`src/rtl/risc_defines.svh`:
```
`ifndef RISC_DEFINES_SVH
`define RISC_DEFINES_SVH

// Datapath and address width
`define WORD_W 14

// Instruction word fields
`define OPCODE_W 6
`define REG_SEL_W 4

`define REG_COUNT 16

// First instruction fetched after reset
`define RESET_PC 0

// Board I/O
`define SWITCH_W 5
`define DISPLAY_W 8

`endif

```
`src/rtl/risc_pkg.sv`:
```
`include "risc_defines.svh"

package risc_pkg;

	typedef logic [`WORD_W-1:0] wordT;

	typedef enum logic [`OPCODE_W-1:0] {
		opLd = 6'd0,
		opSt = 6'd1,
		opCpy = 6'd2,
		opJmp = 6'd4,
		opAdd = 6'd5,
		opSub = 6'd6,
		opAddc = 6'd7,     // Immediate in Rj field
		opSubc = 6'd8,
		opNot = 6'd11,
		opAnd = 6'd12,
		opOr = 6'd13,
		opXor = 6'd14,
		opSrl = 6'd15,
		opSra = 6'd16,
		opRotl = 6'd17,
		opRotr = 6'd18,
		opIn = 6'd27,
		opOut = 6'd28,
		opNop = 6'd29,
		opBubble = 6'd63
	} opcodeE;

	typedef struct packed {
		opcodeE opcode;
		logic [`REG_SEL_W-1:0] ri;
		logic [`REG_SEL_W-1:0] rj;      // Also jump condition or immediate
	} instrT;

	// One-hot on C N V Z, inverted for the "flag clear" forms
	typedef enum logic [3:0] {
		jU = 4'b0000,
		jC1 = 4'b1000,
		jN1 = 4'b0100,
		jV1 = 4'b0010,
		jZ1 = 4'b0001,
		jC0 = 4'b0111,
		jN0 = 4'b1011,
		jV0 = 4'b1101,
		jZ0 = 4'b1110
	} jumpCondE;

	typedef struct packed {
		logic c;
		logic n;
		logic v;
		logic z;
	} statusT;

	typedef enum logic [1:0] {
		wbAlu,
		wbBus,
		wbSwitch,
		wbRegB
	} wbSelE;

	typedef enum logic [2:0] {
		Fetch,
		Decode,
		FetchAddr,
		MemAccess,
		Execute
	} seqStateE;

	typedef struct packed {
		wordT adr;
		wordT datW;
		logic we;
	} busReqT;

	typedef struct packed {
		logic cyc;
		logic stb;
		logic we;
		wordT adr;
		wordT datW;
	} wbMasterT;

endpackage

```
`src/rtl/riscAlu.sv`:
```
`timescale 1ns/10ps
`include "risc_defines.svh"

module riscAlu import risc_pkg::*; (
	input logic Clock_pin,
	input logic arstN,
	input instrT instr,
	input wordT regA,
	input wordT regB,
	input logic aluWe,
	output wordT result,
	output statusT status
);

	wordT opB;
	logic isImm;
	logic [`WORD_W:0] sum;      // Top bit is carry out
	logic [`WORD_W:0] diff;     // Top bit is borrow
	logic [1:0] shAmt;
	wordT rotL;
	wordT rotR;
	logic addOvf;
	logic subOvf;
	logic resNeg;
	logic resZero;

	assign isImm = (instr.opcode == opAddc) || (instr.opcode == opSubc);
	assign opB = isImm ? {{(`WORD_W - `REG_SEL_W){1'b0}}, instr.rj} : regB;
	assign shAmt = instr.rj[1:0];

	assign sum = {1'b0, regA} + {1'b0, opB};
	assign diff = {1'b0, regA} - {1'b0, opB};

	// Bits leaving one end come back in at the other
	assign rotL = (regA << shAmt) | (regA >> (`WORD_W - shAmt));
	assign rotR = (regA >> shAmt) | (regA << (`WORD_W - shAmt));

	// Same operand signs but result sign differs
	assign addOvf = (regA[`WORD_W-1] == opB[`WORD_W-1]) &&
		(sum[`WORD_W-1] != regA[`WORD_W-1]);
	// Operand signs differ and result takes the subtrahend sign
	assign subOvf = (regA[`WORD_W-1] != opB[`WORD_W-1]) &&
		(diff[`WORD_W-1] != regA[`WORD_W-1]);

	always_comb begin
		case (instr.opcode)
			opAdd, opAddc: result = sum[`WORD_W-1:0];
			opSub, opSubc: result = diff[`WORD_W-1:0];
			opNot: result = ~regA;
			opAnd: result = regA & opB;
			opOr: result = regA | opB;
			opXor: result = regA ^ opB;
			opSrl: result = regA >> shAmt;
			opSra: result = wordT'($signed(regA) >>> shAmt);
			opRotl: result = rotL;
			opRotr: result = rotR;
			default: result = regA;
		endcase
	end

	assign resNeg = result[`WORD_W-1];
	assign resZero = (result == '0);     // From the current result

	always_ff @(posedge Clock_pin or negedge arstN) begin
		if (!arstN) begin
			status <= '0;
		end else if (aluWe) begin
			case (instr.opcode)
				opAdd, opAddc: begin
					status.c <= sum[`WORD_W];
					status.n <= resNeg;
					status.v <= addOvf;
					status.z <= resZero;
				end
				opSub, opSubc: begin
					status.c <= diff[`WORD_W];
					status.n <= resNeg;
					status.v <= subOvf;
					status.z <= resZero;
				end
				opNot, opAnd, opOr, opXor: begin
					status.n <= resNeg;     // C and V kept
					status.z <= resZero;
				end
				default: ;
			endcase
		end
	end

endmodule

```
`src/rtl/riscBusMaster.sv`:
```
`timescale 1ns/10ps

module riscBusMaster import risc_pkg::*; (
	input logic Clock_pin,
	input logic arstN,
	input busReqT busReq,
	input logic busStart,
	output logic busDone,
	output wordT busRdata,
	output wbMasterT wbOut,
	input logic wbAck,
	input wordT wbDatR
);

	logic busBusy;
	logic ackSeen;

	assign busBusy = wbOut.cyc;
	assign ackSeen = wbOut.stb && wbAck;     // Slave ends the transfer

	always_ff @(posedge Clock_pin or negedge arstN) begin
		if (!arstN) begin
			wbOut <= '0;
			busDone <= 1'b0;
		end else begin
			busDone <= 1'b0;
			if (busStart && !busBusy) begin
				wbOut.cyc <= 1'b1;
				wbOut.stb <= 1'b1;
				wbOut.we <= busReq.we;
				wbOut.adr <= busReq.adr;
				wbOut.datW <= busReq.datW;
			end else if (ackSeen) begin
				wbOut.cyc <= 1'b0;     // Address and data left as they were
				wbOut.stb <= 1'b0;
				busDone <= 1'b1;
			end
		end
	end

	// Held until the next acknowledged transfer
	always_ff @(posedge Clock_pin) begin
		if (ackSeen) begin
			busRdata <= wbDatR;
		end
	end

endmodule

```
`src/rtl/riscCore.sv`:
```
`timescale 1ns/10ps
`include "risc_defines.svh"

module riscCore import risc_pkg::*; (
	input logic Clock_pin,
	input logic arstN,
	input logic [`SWITCH_W-1:0] switches,
	output logic [`DISPLAY_W-1:0] display,
	output wbMasterT wbOut,
	input logic wbAck,
	input wordT wbDatR
);

	busReqT busReq;
	logic busStart;
	logic busDone;
	wordT busRdata;
	instrT instr;
	logic regWe;
	logic aluWe;
	wbSelE wbSel;
	wordT regA;
	wordT regB;
	wordT aluResult;
	statusT status;

	riscSequencer uSeq (
		.Clock_pin (Clock_pin),
		.arstN     (arstN),
		.busReq    (busReq),
		.busStart  (busStart),
		.busDone   (busDone),
		.busRdata  (busRdata),
		.instr     (instr),
		.regWe     (regWe),
		.aluWe     (aluWe),
		.wbSel     (wbSel),
		.regA      (regA),
		.regB      (regB),
		.status    (status)
	);

	riscRegisters uRegs (
		.Clock_pin (Clock_pin),
		.arstN     (arstN),
		.instr     (instr),
		.regWe     (regWe),
		.wbSel     (wbSel),
		.aluResult (aluResult),
		.busRdata  (busRdata),
		.switches  (switches),
		.regA      (regA),
		.regB      (regB),
		.display   (display)
	);

	riscAlu uAlu (
		.Clock_pin (Clock_pin),
		.arstN     (arstN),
		.instr     (instr),
		.regA      (regA),
		.regB      (regB),
		.aluWe     (aluWe),
		.result    (aluResult),
		.status    (status)
	);

	riscBusMaster uBus (
		.Clock_pin (Clock_pin),
		.arstN     (arstN),
		.busReq    (busReq),
		.busStart  (busStart),
		.busDone   (busDone),
		.busRdata  (busRdata),
		.wbOut     (wbOut),
		.wbAck     (wbAck),
		.wbDatR    (wbDatR)
	);

endmodule

```
`src/rtl/riscRegisters.sv`:
```
`timescale 1ns/10ps
`include "risc_defines.svh"

module riscRegisters import risc_pkg::*; (
	input logic Clock_pin,
	input logic arstN,
	input instrT instr,
	input logic regWe,
	input wbSelE wbSel,
	input wordT aluResult,
	input wordT busRdata,
	input logic [`SWITCH_W-1:0] switches,
	output wordT regA,
	output wordT regB,
	output logic [`DISPLAY_W-1:0] display
);

	wordT regFile [`REG_COUNT];
	wordT wrData;
	logic [`REG_SEL_W-1:0] wrSel;
	logic isOut;

	assign regA = regFile[instr.ri];
	assign regB = regFile[instr.rj];
	assign isOut = (instr.opcode == opOut);
	assign wrSel = (instr.opcode == opLd) ? instr.rj : instr.ri;     // LD targets Rj

	always_comb begin
		case (wbSel)
			wbBus: wrData = busRdata;
			wbSwitch: wrData = {{(`WORD_W - `SWITCH_W){1'b0}}, switches};
			wbRegB: wrData = regB;
			default: wrData = aluResult;
		endcase
	end

	always_ff @(posedge Clock_pin or negedge arstN) begin
		if (!arstN) begin
			for (int i = 0; i < `REG_COUNT; i++) begin
				regFile[i] <= '0;
			end
			display <= '0;
		end else if (regWe) begin
			if (isOut) begin
				display <= regA[`DISPLAY_W-1:0];     // Low byte of Ri
			end else begin
				regFile[wrSel] <= wrData;
			end
		end
	end

endmodule

```
`src/rtl/riscSequencer.sv`:
```
`timescale 1ns/10ps
`include "risc_defines.svh"

module riscSequencer import risc_pkg::*; (
	input logic Clock_pin,
	input logic arstN,
	output busReqT busReq,
	output logic busStart,
	input logic busDone,
	input wordT busRdata,
	output instrT instr,
	output logic regWe,
	output logic aluWe,
	output wbSelE wbSel,
	input wordT regA,
	input wordT regB,
	input statusT status
);

	seqStateE state;
	wordT pc;
	instrT ir;
	wordT effAddr;
	logic busIssued;     // Request of this state already sent
	logic needBus;
	logic jumpTaken;
	instrT fetched;
	wordT addrCalc;

	assign instr = ir;
	assign fetched = instrT'(busRdata);
	assign needBus = (state == Fetch) || (state == FetchAddr) || (state == MemAccess);

	// Base word from the bus plus index, R0 as index means no index
	assign addrCalc = busRdata + ((ir.ri == '0) ? wordT'(0) : regA);

	always_comb begin
		case (jumpCondE'(ir.rj))
			jU: jumpTaken = 1'b1;
			jC1: jumpTaken = status.c;
			jN1: jumpTaken = status.n;
			jV1: jumpTaken = status.v;
			jZ1: jumpTaken = status.z;
			jC0: jumpTaken = !status.c;
			jN0: jumpTaken = !status.n;
			jV0: jumpTaken = !status.v;
			jZ0: jumpTaken = !status.z;
			default: jumpTaken = 1'b0;     // Undefined codes fall through
		endcase
	end

	always_comb begin
		busReq.adr = pc;
		busReq.datW = regB;     // ST stores Rj
		busReq.we = 1'b0;
		if (state == MemAccess) begin
			busReq.adr = effAddr;
			busReq.we = (ir.opcode == opSt);
		end
	end

	// Writeback source and strobes per opcode
	always_comb begin
		regWe = 1'b0;
		aluWe = 1'b0;
		case (ir.opcode)
			opLd: wbSel = wbBus;
			opIn: wbSel = wbSwitch;
			opCpy: wbSel = wbRegB;
			default: wbSel = wbAlu;
		endcase
		if (state == MemAccess) begin
			regWe = busDone && (ir.opcode == opLd);
		end
		if (state == Execute) begin
			case (ir.opcode)
				opAdd, opSub, opAddc, opSubc, opNot, opAnd, opOr, opXor: begin
					regWe = 1'b1;
					aluWe = 1'b1;
				end
				opSrl, opSra, opRotl, opRotr, opCpy, opIn, opOut: begin
					regWe = 1'b1;     // OUT goes to the display instead
				end
				default: ;
			endcase
		end
	end

	always_ff @(posedge Clock_pin or negedge arstN) begin
		if (!arstN) begin
			state <= Fetch;
			pc <= wordT'(`RESET_PC);
			ir <= '{opcode: opNop, ri: '0, rj: '0};
			busIssued <= 1'b0;
			busStart <= 1'b0;
		end else begin
			busStart <= 1'b0;
			if (needBus && !busIssued) begin
				busStart <= 1'b1;
				busIssued <= 1'b1;
			end
			if (busDone) begin
				busIssued <= 1'b0;
			end
			case (state)
				Fetch: begin
					if (busDone) begin
						state <= Decode;
					end
				end
				Decode: begin
					ir <= fetched;
					pc <= pc + 1'b1;
					if (fetched.opcode == opLd || fetched.opcode == opSt ||
						fetched.opcode == opJmp) begin
						state <= FetchAddr;
					end else begin
						state <= Execute;
					end
				end
				FetchAddr: begin
					if (busDone) begin
						if (ir.opcode == opJmp) begin
							pc <= jumpTaken ? addrCalc : pc + 1'b1;
							state <= Fetch;
						end else begin
							pc <= pc + 1'b1;     // Skip the address word
							state <= MemAccess;
						end
					end
				end
				MemAccess: begin
					if (busDone) begin
						state <= Fetch;
					end
				end
				default: state <= Fetch;     // Execute lasts one cycle
			endcase
		end
	end

	always_ff @(posedge Clock_pin) begin
		if (state == FetchAddr && busDone) begin
			effAddr <= addrCalc;
		end
	end

endmodule

```
`config.mk`:
```
export PLATFORM = sky130hd
export DESIGN_NAME = riscCore
export DESIGN_NICKNAME = d
export VERILOG_FILES = /design/src/rtl/risc_pkg.sv /design/src/rtl/riscAlu.sv /design/src/rtl/riscBusMaster.sv /design/src/rtl/riscCore.sv /design/src/rtl/riscRegisters.sv /design/src/rtl/riscSequencer.sv
export VERILOG_INCLUDE_DIRS = /design/src /design/src/rtl
export SDC_FILE = /design/constraint.sdc
export NUM_CORES = 1
export LEC_CHECK = 0
export ABC_AREA = 1
export ABC_CLOCK_PERIOD_IN_PS = 6800
export BUFFER_PORTS_ARGS = -buffer_cell sky130_fd_sc_hd__buf_2
export CAP_MARGIN = 20
export CORE_AREA = 5 5 268 335
export CTS_BUF_LIST = sky130_fd_sc_hd__clkbuf_4
export CTS_CLUSTER_DIAMETER = 120
export DETAILED_ROUTE_END_ITERATION = 8
export DIE_AREA = 0 0 273 340
export GPL_TIMING_DRIVEN = 0
export PLACE_DENSITY = 0.47
export SLEW_MARGIN = 25
export SYNTH_ARGS = -nofsm -noshare
export SYNTH_HDL_FRONTEND = slang
export SYNTH_SLANG_ARGS = --single-unit
```
`constraint.sdc`:
```
create_clock -name Clock_pin -period 6.8 [get_ports Clock_pin]
set_input_delay 1.02 -clock Clock_pin [delete_from_list [all_inputs] [get_ports Clock_pin]]
set_output_delay 1.02 -clock Clock_pin [all_outputs]
set_load 0.1 [all_outputs]
```
==> summary.md <==
| Metric | Value |
|---|---|
| Mux share of post-synthesis cell area | less than 1% |
| Cts bufs inserted | 97 |
| Most frequent cell on the critical path | nand2_1 |
| Worst path required time | 7.53 ns |
| Drt pass-1 iters | 6 |
| Final Setup Violations | 0 |
| Worst-Skew Late Latency | 0.92 ns |
| Port-buffer cells | 60 |
| Layout cell share with drive strength beyond 1 | between 10% and 20% |
| Die W | 273 µm |
| Crit path max-delay cell type | nor2_2 |
| Clock sinks | 328 |
| Post-synth top cells | nand2_1, o21ai_0, inv_1, dfrtp_1, nand3_1 |
| Yosys warning total | 0 |
| Combinational family with the most area after synthesis | simple AND/OR/NAND/NOR gates |
| # Max-Cap Violations | 0 |
| CTS clock-pin slew for the worst setup and hold paths | 0.07 ns |
| CTS tree | yes |
| Biggest cell delay along the critical path | 0.69 ns |
| Slew HR | 24.42% |
| Final hold slack | 0.1321 ns |
| Crit path kind | reg2reg |
| Footprint of the multi-input gates | 11,560 µm² |
| Non-filler instance count after layout | 4,602 |
| Grt total ovfl | 0 |
| Fmax | 149.0 MHz |
| Compound-Gate Fraction of Synth Area | approximately a fifth |
| FFs w/ async S/R, synth | 91.46% |
| Mapped cell area | about 22,000 µm² |
| Post-Synthesis Cells | 3,186 |
| Global-route wire length before repair | 153,900 µm |
| Largest net degree at the start of global routing | 82 |
| Synth top area cells | dfrtp_1, nand2_1, o21ai_0 |
| Reg area | 8353 µm² |
| Yosys reg bits | 328 |
| Placed cell count | around 4,400 |
| Worst Skew | roughly 0.076 ns |
| Final hold vios | 0 |
| Slew @ Worst Pin | 1.134 ns |
| Post-CTS Resized | 0 |
| Max-slew violation count | 0 |
| Largest fanout on the critical path | 10 |
| Syn nets | ~3,300 |
| DIE AREA | 92,820 µm² |
| Vias in the first global route | 22,120 |
| Adder-cell share of the synthesized area | 3.704% |
| Worst Setup End Kind | flip-flop |
| Layout Nets | 3,442 |
| Placer Congestion | 0.9772 |
| Detail Placement HPWL | 81,110 µm |
| ANT nets after route | 0 |
| Post-route cell area | 25,520 µm² |
| Most frequent cell after synthesis | nand2_1 |
| Cts-stage hold buffer count | 0 |
| Total track usage | 22.44% |
| CTS H-tree lvls | 3 |
| Outcome | complete, no violations |
| Vias | 23,140 |
| Startpoint Class | flip-flop |
| Initial antenna violation count | 5 |
| Vias per inst | between 5 and 6 |
| Layout fillers | 9,667 |
| Register area share after synthesis | 37.58% |
| Routed WL per cell | around 23 µm |
| Die span in y | 340 µm |
| Final WL | 108,100 µm |
| Syn_area_per_cell | between 6 and 7 µm² |
| CORE AREA | slightly below 90,000 µm² |
| Arr. time, crit path | roughly 7.4 ns |
| # DRC | 0 |
| Setup Buffers After CTS | 0 |
| Fin crit share | a little over nine tenths |
| Fin Setup TNS | 0 ns |
| Starting Density | 25.71% |
| # IOs | 61 |
| Initial DRC Count | 2,380 |
| P&R area growth vs syn | 14.80% |
| Rows | 121 |
| Yosys cell types | 58 |
| Synth top area share | 33.33% |
| Post-Synth XOR/XNOR Area | 0.8669% |
| Post-Synth Simple-Gate Area | 28.23% |
| Most common flop cell mapped by yosys | dfrtp_1 |
| DP Area | 24,220 µm² |
| CTS root buf | clkbuf_4 |
| Min Tclk post-route | 6.712 ns |
| Worst Hold Class | in2async |
| Largest area contributor in the netlist | dfrtp_1 |
| RSZ-0062 raised after global routing | no |
| Max clock buf depth | 3 |
| EDFF count, synth | 28 |
## sequential cells by signal, indices dropped and copies added, names as in the netlist
name	count
uSeq.pc	14
uAlu.status	4
uBus.busRdata	14
uRegs.display	8
uSeq.busStart	1
uSeq.instr	14
uSeq.effAddr	14
uSeq.busIssued	1
uRegs.regFile	224
uBus.busDone	1
uSeq.state	3
uBus.wbOut	30
## cells by family after synthesis
kind of cell / count (synthesis)
and+or+nand+nor: 1450
AOI/OAI and AO/OA: 778
muxes: 3
xor gates and xnor gates: 22
DFF: 328
adders and majority gates: 64
buffers and inverters: 541
## final cells by class
cell class,count,area share (%)
well taps,1168,5.727
repair buffers,71,1.770
inverters,379,5.605
multi-input cells,2317,45.31
diodes,7,0.06865
flip-flops and latches,328,32.74
plain buffers,162,3.776
clock buffers,150,4.413
clock inverters,20,0.5933
## per-layer routing
layer | vias to the layer above | wire length, µm | GRT usage (%)
met5 | - | 13 | 0
met4 | 2 | 8209 | 14.13
met3 | 355 | 7813 | 4.675
met2 | 1108 | 50740 | 37.51
met1 | 10890 | 41280 | 26.18
li1 | 10790 | - | -
## final timing paths
path                                                 start                             to  slack (ns)  cells after the start
worst max-delay path             uSeq.instr[3]$_DFFE_PN0P_  uRegs.regFile[83]$_DFFE_PN0P_        0.09                     25
worst min-delay path                                 arstN  uRegs.regFile[90]$_DFFE_PN0P_        0.13                      1
worst max register to register   uSeq.instr[3]$_DFFE_PN0P_  uRegs.regFile[83]$_DFFE_PN0P_        0.09                     25
worst min register to register  uSeq.busIssued$_DFFE_PN0P_        uSeq.busStart$_DFF_PN0_        0.44                      1
max in group asynchronous                            arstN  uRegs.regFile[57]$_DFFE_PN0P_        5.40                      3
min in group Clock_pin                           wbDatR[6]     uBus.busRdata[6]$_DFFE_PP_        0.29                      1
## layout by cell type (no fill, tap or decap), types with 12 or more instances in the layout
cell type  synthesis  layout
clkbuf_1          54      51
xor2_1            15      15
nand2_2           21      21
nor3_4            16      16
nand3_1          226     226
buf_4             29      34
o21ai_2           13      13
nand2_1          905     905
a21oi_1          202     202
edfxtp_1          28      28
buf_2             50     111
inv_1            334     334
inv_2             38      39
o22ai_1           12      12
buf_6             24      25
dfrtp_1          296     296
nand4_1           23      23
o211ai_1          22      22
o21ai_1          128     128
o21ai_0          354     354
nor3_1            17      17
clkbuf_4           0     150
nor2_1           200     197
clkinv_1           4      15
ha_1              61      61
## metrics by stage
step / worst slack (ns) / util (%)
floorplan: 2.957 / -
global placement: -1.855 / 27.75
detailed placement: 0.1860 / 28.01
CTS: 0.1166 / 29.49
global route: 0.02027 / 29.51
finish: 0.08843 / 29.52
## critical path, delay by kind of cell, from the launching register on
kind / cells / cell delay (ns)
buffers and inverters: 6 / 1.90
AO/OA/AOI/OAI: 4 / 1.44
flip-flops: 1 / 0.42
adder cells (fa/ha/maj): 1 / 0.54
AND/OR/NAND/NOR: 13 / 2.10
multiplexers: 1 / 0.10
Power is left out: the tool's default activity adds up to more than one toggle a clock period on the data nets, which glitch-free logic cannot reach.
